==> src/hw/mcPkg.sv <==
package mcPkg;

    ///////////////////////////////////////////////////////////////////////
    // Widths and iteration count
    ///////////////////////////////////////////////////////////////////////

    localparam int DataWidth = 32;

    // One engine step per operand bit
    localparam int IterCount = DataWidth;

    // Wide enough to hold IterCount itself
    localparam int CountWidth = $clog2(IterCount) + 1;

    // Register file index width
    localparam int TagWidth = 4;

    ///////////////////////////////////////////////////////////////////////
    // Types
    ///////////////////////////////////////////////////////////////////////

    typedef enum logic [1:0] {
        OpMul   = 2'd0,
        OpMla   = 2'd1,
        OpUmull = 2'd2,
        OpUdiv  = 2'd3
    } mcOpT;

    typedef enum logic [1:0] {
        StIdle   = 2'd0,
        StRun    = 2'd1,
        StFinish = 2'd2
    } mergeStateT;

endpackage

==> src/hw/divEngine.sv <==
module divEngine (
    input  logic                         CLK,
    input  logic                         Reset,
    input  logic                         Launch,
    input  mcPkg::mcOpT                  Op,
    input  logic [mcPkg::DataWidth-1:0]  Dividend,
    input  logic [mcPkg::DataWidth-1:0]  Divisor,
    output logic [mcPkg::DataWidth-1:0]  Quotient,
    output logic [mcPkg::DataWidth-1:0]  Remainder,
    output logic                         DivFinish
);
    import mcPkg::*;

    logic                  start;
    logic [CountWidth-1:0] countReg;
    logic                  running;
    logic [DataWidth-1:0]  quoReg;
    logic [DataWidth-1:0]  remReg;
    logic [DataWidth-1:0]  divisorReg;
    logic [DataWidth:0]    shifted;
    logic [DataWidth:0]    diff;
    logic                  noBorrow;

    assign start   = Launch && (Op == OpUdiv);
    assign running = (countReg != '0);

    ///////////////////////////////////////////////////////////////////////
    // Iteration control
    ///////////////////////////////////////////////////////////////////////

    always_ff @(posedge CLK or posedge Reset) begin
        if (Reset) begin
            countReg  <= '0;
            DivFinish <= 1'b0;
        end else begin
            DivFinish <= 1'b0;
            if (start) begin
                countReg <= CountWidth'(IterCount);
            end else if (running) begin
                countReg <= countReg - 1'b1;
                if (countReg == CountWidth'(1)) begin
                    DivFinish <= 1'b1;
                end
            end
        end
    end

    ///////////////////////////////////////////////////////////////////////
    // Restoring datapath
    ///////////////////////////////////////////////////////////////////////

    // Next dividend bit enters the partial remainder from the right
    assign shifted = {remReg, quoReg[DataWidth-1]};

    // Subtract as add of the inverted divisor with carry-in set
    assign {noBorrow, diff} = {1'b0, shifted} + {1'b0, ~{1'b0, divisorReg}} + 1'b1;

    always_ff @(posedge CLK) begin
        if (start) begin
            quoReg     <= Dividend;
            remReg     <= '0;
            divisorReg <= Divisor;
        end else if (running) begin
            if (noBorrow) begin
                remReg <= diff[DataWidth-1:0];
                quoReg <= {quoReg[DataWidth-2:0], 1'b1};
            end else begin
                // Restore by keeping the shifted remainder
                remReg <= shifted[DataWidth-1:0];
                quoReg <= {quoReg[DataWidth-2:0], 1'b0};
            end
        end
    end

    assign Quotient  = quoReg;
    assign Remainder = remReg;

endmodule

==> src/hw/mcUnit.sv <==
module mcUnit (
    input  logic                         CLK,
    input  logic                         Reset,
    input  logic                         Start,
    input  mcPkg::mcOpT                  Op,
    input  logic [mcPkg::DataWidth-1:0]  Operand1,
    input  logic [mcPkg::DataWidth-1:0]  Operand2,
    input  logic [mcPkg::DataWidth-1:0]  Operand3,
    input  logic [mcPkg::TagWidth-1:0]   DestLow,
    input  logic [mcPkg::TagWidth-1:0]   DestHigh,
    output logic [mcPkg::DataWidth-1:0]  ResultLow,
    output logic [mcPkg::DataWidth-1:0]  ResultHigh,
    output logic [mcPkg::TagWidth-1:0]   ResultDestLow,
    output logic [mcPkg::TagWidth-1:0]   ResultDestHigh,
    output logic                         WriteHigh,
    output logic                         Busy,
    output logic                         Done
);
    import mcPkg::*;

    logic                   launch;
    logic                   mulFinish;
    logic                   divFinish;
    logic [2*DataWidth-1:0] product;
    logic [DataWidth-1:0]   quotient;
    logic [DataWidth-1:0]   remainder;

    // Both engines see every launch and pick their own opcodes
    mulEngine u_mulEngine (
        .CLK(CLK), .Reset(Reset), .Launch(launch), .Op(Op),
        .Multiplicand(Operand1), .Multiplier(Operand2),
        .Product(product), .MulFinish(mulFinish)
    );

    divEngine u_divEngine (
        .CLK(CLK), .Reset(Reset), .Launch(launch), .Op(Op),
        .Dividend(Operand1), .Divisor(Operand2),
        .Quotient(quotient), .Remainder(remainder), .DivFinish(divFinish)
    );

    resultMerge u_resultMerge (
        .CLK(CLK), .Reset(Reset), .Start(Start), .Op(Op),
        .Operand3(Operand3), .DestLow(DestLow), .DestHigh(DestHigh),
        .MulFinish(mulFinish), .Product(product),
        .DivFinish(divFinish), .Quotient(quotient), .Remainder(remainder),
        .Launch(launch),
        .ResultLow(ResultLow), .ResultHigh(ResultHigh),
        .ResultDestLow(ResultDestLow), .ResultDestHigh(ResultDestHigh),
        .WriteHigh(WriteHigh), .Busy(Busy), .Done(Done)
    );

endmodule

==> src/hw/mulEngine.sv <==
module mulEngine (
    input  logic                           CLK,
    input  logic                           Reset,
    input  logic                           Launch,
    input  mcPkg::mcOpT                    Op,
    input  logic [mcPkg::DataWidth-1:0]    Multiplicand,
    input  logic [mcPkg::DataWidth-1:0]    Multiplier,
    output logic [2*mcPkg::DataWidth-1:0]  Product,
    output logic                           MulFinish
);
    import mcPkg::*;

    logic                  start;
    logic [CountWidth-1:0] countReg;
    logic                  running;
    logic [2*DataWidth-1:0] accReg;
    logic [DataWidth-1:0]  mcandReg;
    logic [DataWidth-1:0]  addend;
    logic [DataWidth:0]    sum;

    // Every opcode except the divide belongs to this engine
    assign start   = Launch && (Op != OpUdiv);
    assign running = (countReg != '0);

    ///////////////////////////////////////////////////////////////////////
    // Iteration control
    ///////////////////////////////////////////////////////////////////////

    always_ff @(posedge CLK or posedge Reset) begin
        if (Reset) begin
            countReg  <= '0;
            MulFinish <= 1'b0;
        end else begin
            MulFinish <= 1'b0;
            if (start) begin
                countReg <= CountWidth'(IterCount);
            end else if (running) begin
                countReg <= countReg - 1'b1;
                // Last step happens on this edge
                if (countReg == CountWidth'(1)) begin
                    MulFinish <= 1'b1;
                end
            end
        end
    end

    ///////////////////////////////////////////////////////////////////////
    // Shift-add datapath
    ///////////////////////////////////////////////////////////////////////

    // Add the multiplicand only when the current multiplier bit is set
    assign addend = accReg[0] ? mcandReg : '0;
    assign sum    = {1'b0, accReg[2*DataWidth-1 -: DataWidth]} + {1'b0, addend};

    always_ff @(posedge CLK) begin
        if (start) begin
            accReg   <= {{DataWidth{1'b0}}, Multiplier};
            mcandReg <= Multiplicand;
        end else if (running) begin
            // Carry, sum and the remaining multiplier bits move right together
            accReg <= {sum, accReg[DataWidth-1:1]};
        end
    end

    assign Product = accReg;

endmodule

==> src/hw/resultMerge.sv <==
module resultMerge (
    input  logic                           CLK,
    input  logic                           Reset,
    input  logic                           Start,
    input  mcPkg::mcOpT                    Op,
    input  logic [mcPkg::DataWidth-1:0]    Operand3,
    input  logic [mcPkg::TagWidth-1:0]     DestLow,
    input  logic [mcPkg::TagWidth-1:0]     DestHigh,
    input  logic                           MulFinish,
    input  logic [2*mcPkg::DataWidth-1:0]  Product,
    input  logic                           DivFinish,
    input  logic [mcPkg::DataWidth-1:0]    Quotient,
    input  logic [mcPkg::DataWidth-1:0]    Remainder,
    output logic                           Launch,
    output logic [mcPkg::DataWidth-1:0]    ResultLow,
    output logic [mcPkg::DataWidth-1:0]    ResultHigh,
    output logic [mcPkg::TagWidth-1:0]     ResultDestLow,
    output logic [mcPkg::TagWidth-1:0]     ResultDestHigh,
    output logic                           WriteHigh,
    output logic                           Busy,
    output logic                           Done
);
    import mcPkg::*;

    mergeStateT           state;
    mergeStateT           nextState;
    mcOpT                 opReg;
    logic [TagWidth-1:0]  destLowReg;
    logic [TagWidth-1:0]  destHighReg;
    logic [DataWidth-1:0] accumReg;
    logic                 finish;
    logic [DataWidth-1:0] lowSel;
    logic [DataWidth-1:0] highSel;

    ///////////////////////////////////////////////////////////////////////
    // Acceptance and busy FSM
    ///////////////////////////////////////////////////////////////////////

    assign finish = MulFinish | DivFinish;
    assign Busy   = (state == StRun);
    assign Done   = (state == StFinish);

    // A Start in the Done cycle is accepted as well
    assign Launch = Start && !Busy;

    always_comb begin
        nextState = state;
        case (state)
            StIdle:   if (Launch) nextState = StRun;
            StRun:    if (finish) nextState = StFinish;
            StFinish: nextState = Launch ? StRun : StIdle;
            default:  nextState = StIdle;
        endcase
    end

    always_ff @(posedge CLK or posedge Reset) begin
        if (Reset) begin
            state <= StIdle;
        end else begin
            state <= nextState;
        end
    end

    // Opcode, tags and accumulate value held for the whole run
    always_ff @(posedge CLK) begin
        if (Launch) begin
            opReg       <= Op;
            destLowReg  <= DestLow;
            destHighReg <= DestHigh;
            accumReg    <= (Op == OpMla) ? Operand3 : '0;
        end
    end

    ///////////////////////////////////////////////////////////////////////
    // Result combining
    ///////////////////////////////////////////////////////////////////////

    assign lowSel  = MulFinish ? Product[DataWidth-1:0] : Quotient;
    assign highSel = MulFinish ? Product[2*DataWidth-1 -: DataWidth] : Remainder;

    always_ff @(posedge CLK or posedge Reset) begin
        if (Reset) begin
            ResultLow      <= '0;
            ResultHigh     <= '0;
            ResultDestLow  <= '0;
            ResultDestHigh <= '0;
            WriteHigh      <= 1'b0;
        end else if (finish) begin
            // Accumulate is zero for everything but MLA
            ResultLow      <= lowSel + accumReg;
            ResultHigh     <= highSel;
            ResultDestLow  <= destLowReg;
            ResultDestHigh <= destHighReg;
            WriteHigh      <= (opReg == OpUmull) || (opReg == OpUdiv);
        end
    end

endmodule

==> config.mk <==
export PLATFORM = sky130hd
export DESIGN_NAME = mcUnit
export DESIGN_NICKNAME = d
export VERILOG_FILES = /design/src/hw/mcPkg.sv /design/src/hw/divEngine.sv /design/src/hw/mcUnit.sv /design/src/hw/mulEngine.sv /design/src/hw/resultMerge.sv
export SDC_FILE = /design/constraint.sdc
export NUM_CORES = 1
export LEC_CHECK = 0
export BUFFER_PORTS_ARGS = -buffer_cell sky130_fd_sc_hd__buf_2
export CAP_MARGIN = 20
export CORE_ASPECT_RATIO = 0.7
export CORE_MARGIN = 4
export CORE_UTILIZATION = 36
export DETAILED_ROUTE_END_ITERATION = 6
export PLACE_DENSITY = 0.62
export SLEW_MARGIN = 5
export SYNTH_ARGS = -nofsm -noshare
export SYNTH_HDL_FRONTEND = slang
export SYNTH_SLANG_ARGS = --single-unit
==> constraint.sdc <==
create_clock -name CLK -period 3.2 [get_ports CLK]
set_input_delay 0.48 -clock CLK [delete_from_list [all_inputs] [get_ports CLK]]
set_output_delay 0.48 -clock CLK [all_outputs]
set_load 0.02 [all_outputs]
==> run_results.csv <==
group,metric,value,unit
cts,insertion_delay,0.54,ns
detailed_routing,via_per_inst,5.24,
grt,antenna_found_initial,1,
cells_and_area,drive_gt1_share,24.0,%
cts,cts_inserted_buffers,35,
setup_path,crit_path_end_kind,"register",
die,die-area,53200,µm²
cts,tritoncts,"yes",
min_path,hold_path_class,"input port to asynchronous set/reset pin",
detailed_routing,drt_iter0_drc,1291,
grt,grt_pass1_wl,85700,µm
setup_path,r2r_cells,12,
grt,grt_max_degree,67,
synth,synth_edf_count,169,
place,dp_hpwl,41800,µm
synth,synth_nets,2044,
cells_and_area,layout.nets,2318,
cells_and_area,nFillCells,4666,
cells_and_area,final_util,45.7,%
sta,clock_skew,0.0289,ns
die,dieHeight,194,µm
run_status,outcome,"finished, violations left",
sta,hold_violations,0,
pwr,totalPowerFinal,0.0254,W
place,numPortBuffers,183,
setup_path,worst-path-max-fanout,4,
die,start_util,36.8,%
sta,slew_headroom,47.9,%
run_status,violations,"setup timing",
die,core,48500,µm²
die,io_pins,184,
cts,cts_root_buf,"clkbuf_16",
setup_path,reg2reg_to,"u_resultMerge.ResultLow[26]$_DFFE_PP0P_",
setup_path,worstSetupPathType,"register to register",
grt,grt_pass1_vias,14500,
sta,period_share,101,%
synth,yosys_warnings,0,
detailed_routing,drtAntennaViolNets,0,
synth,synthTopCellsByArea,"edfxtp_1, dfrtp_1, nand2_1",
sta,worst_pin_slew,0.760,ns
cts,htree_num_levels,2,
sta,final-max-slew-violation-count,0,
pwr,powerDensity,1150,nW/µm²
setup_path,crit_required,3.62,ns
cells_and_area,final_common_cell,"nand2_1",
synth,syn_avg_cell_area,9.73,µm²
detailed_routing,wl,56200,µm
sta,post-route-min-period,3.23,ns
place,globalplace.congestion,0.969,
synth,yosysTopAreaCellShare,28.4,%
sta,max_clock_freq,310,MHz
cells_and_area,syn2layout_area_growth,24.1,%
synth,synthCells,1833,
synth,synthArstFlopShare,27.6,%
die,rows,67,
synth,synth_seq_cells,322,
job,cap_viol_max_count,0,
synth,seq_area_frac_synth,48.1,%
cells_and_area,final_cell_mix,"nand2_1, buf_2, edfxtp_1, a21oi_1, buf_4",
pwr,p_leak,9.66,nW
pwr,vdd_drop_max,523,µV
synth,syn_area,17800,µm²
setup_path,worstPathArrival,3.65,ns
cts,path_clk_slew,0.06,ns
die,fp.dieW,274,µm
cts,cts_sinks,322,
grt,track_usage,20.5,%
cts,cts.hold.buffers_added,0,
synth,yosysTopAreaCell,"edfxtp_1",
sta,rsz0062_at_grt,"true",
detailed_routing,wire_per_inst,20.1,µm
setup_path,r2r_start,"u_mulEngine.MulFinish$_DFF_PP0_",
detailed_routing,dr.pass1.iters,5,
setup_path,r2r_setup_slack,-0.03,ns
grt,grt-ovfl-total,0,
setup_path,cp-start-kind,"register",
detailed_routing,drc_errors,0,
synth,ys.flop_type,"edfxtp_1",
sta,finalSetupViolCount,2,
sta,setup_slack,-0.0293,ns
synth,synth_cell_types,80,
cts,clock_path_buffers,3,
detailed_routing,vias,14600,
==> power by group <==
part	switching [W]	leakage [nW]	internal (W)
sequential	0.00132	3.27	0.00627
combinational	0.00758	5.82	0.00608
clock	0.00170	0.572	0.00242
total	0.0106	9.66	0.0148
==> layer usage <==
layer,track usage (%),vias to the layer above,part of all wire (%)
li1,-,7072,-
met1,31.3,7066,48
met2,30.5,417,44
met3,3.24,70,5.9
met4,4.27,0,1.9
met5,0,-,0
==> synth_stat cells, types with 5 or more instances <==
library cell and n:
xor2_1 28, a31oi_1 9, edfxtp_1 169, and2_1 70
and3_1 7, dfxtp_1 64, nor2_1 87, a21oi_1 143
nand2b_1 12, buf_1 9, nand4_1 10, inv_1 68
nand2_1 358, mux2i_1 54, clkbuf_1 64, xnor2_1 48
o21ai_1 8, a22o_1 5, o211ai_1 7, a211o_1 6
nor3_1 35, mux2_2 44, a21o_1 44, o21ai_0 123
ha_1 99, nor2b_1 13, o21bai_1 9, o31ai_1 11
o21a_1 14, nand3_1 15, or3_1 10, a211oi_1 17
dfrtp_1 89
==> worst max-delay path by stage <==
| stage | start | end | depth (start not counted) |
|---|---|---|---|
| 3_5_place_dp | u_mulEngine.MulFinish$_DFF_PP0_ | u_resultMerge.ResultLow[26]$_DFFE_PP0P_ | 13 |
| 3_3_place_gp | u_mulEngine.MulFinish$_DFF_PP0_ | u_resultMerge.ResultLow[26]$_DFFE_PP0P_ | 13 |
| 6_report | u_mulEngine.MulFinish$_DFF_PP0_ | u_resultMerge.ResultLow[26]$_DFFE_PP0P_ | 12 |
| 5_1_grt | u_mulEngine.MulFinish$_DFF_PP0_ | u_resultMerge.ResultLow[24]$_DFFE_PP0P_ | 12 |
| 2_1_floorplan | u_mulEngine.MulFinish$_DFF_PP0_ | u_resultMerge.ResultLow[30]$_DFFE_PP0P_ | 14 |
| 4_1_cts | u_mulEngine.MulFinish$_DFF_PP0_ | u_resultMerge.ResultLow[28]$_DFFE_PP0P_ | 12 |
==> kinds of logic (layout without fill, tap and decap cells) <==
| kind of cell | after synthesis | after routing | synth area share (%) |
|---|---|---|---|
| other | 0 | 1 | 0 |
| DFF | 322 | 322 | 48.1 |
| muxes | 98 | 98 | 5.81 |
| AOI/OAI and AO/OA | 441 | 441 | 15.4 |
| adders and majority gates | 102 | 102 | 7.28 |
| and+or+nand+nor | 646 | 646 | 16.4 |
| xor gates and xnor gates | 76 | 76 | 3.73 |
| buffers and inverters | 148 | 449 | 3.26 |
==> stage by stage <==
| stage | setup TNS, ns | std cells | area [µm²] | worst slack, ns | hold slack, ns |
|---|---|---|---|---|---|
| after floorplan | -0.0133 | 1833 | 17900 | -0.0133 | 0.449 |
| after global placement | -0.686 | 2708 | 20200 | -0.183 | 0.457 |
| after detailed placement | -0.820 | 2708 | 20200 | -0.168 | 0.464 |
| after CTS | -0.123 | 2778 | 21600 | -0.0540 | 0.0612 |
| after global routing | -0.711 | 2790 | 22100 | -0.116 | 0.0813 |
| final | -0.0330 | 2790 | 22100 | -0.0293 | 0.0446 |
==> repair_timing <==
action                     in CTS  in global routing
pin swaps                      18                 46
resized for setup              28                 76
setup endpoints to repair      25                 49
cloned                          2                  3
setup buffers                   5                  9
==> layout make-up <==
| cell class | instances | area (µm²) | area share, % |
|---|---|---|---|
| Inverter | 68 | 259 | 1.17 |
| Tap cell | 655 | 820 | 3.70 |
| Sequential cell | 322 | 8590 | 38.8 |
| Clock inverter | 12 | 135 | 0.610 |
| Antenna cell | 1 | 2.50 | 0.0113 |
| Clock buffer | 52 | 1030 | 4.66 |
| Multi-Input combinational cell | 1363 | 9190 | 41.5 |
| Timing Repair Buffer | 317 | 2110 | 9.55 |
==> registers in the layout, summed over array words and instances (netlist names), 2 cells and up <==
| register | cells |
|---|---|
| u_resultMerge.ResultHigh | 32 |
| u_resultMerge.accumReg | 32 |
| u_divEngine.Remainder | 32 |
| u_mulEngine.countReg | 6 |
| u_resultMerge.ResultDestHigh | 4 |
| u_resultMerge.state | 2 |
| u_divEngine.divisorReg | 32 |
| u_divEngine.countReg | 6 |
| u_resultMerge.ResultDestLow | 4 |
| u_divEngine.Quotient | 32 |
| u_mulEngine.mcandReg | 32 |
| u_resultMerge.destHighReg | 4 |
| u_mulEngine.Product | 64 |
| u_resultMerge.destLowReg | 4 |
| u_resultMerge.ResultLow | 32 |
==> worst max-delay path: stages, from the launching register on <==
cell,delay (ns)
dfrtp_4,0.54
mux2_4,0.35
ha_4,0.18
fa_2,0.37
a211oi_2,0.22
nor2_2,0.08
o21ai_2,0.21
a2111o_1,0.24
a211oi_2,0.10
o2111ai_2,0.33
nand2_1,0.11
xnor2_1,0.13
mux2_2,0.25
Power figures use the tool's default switching activity.
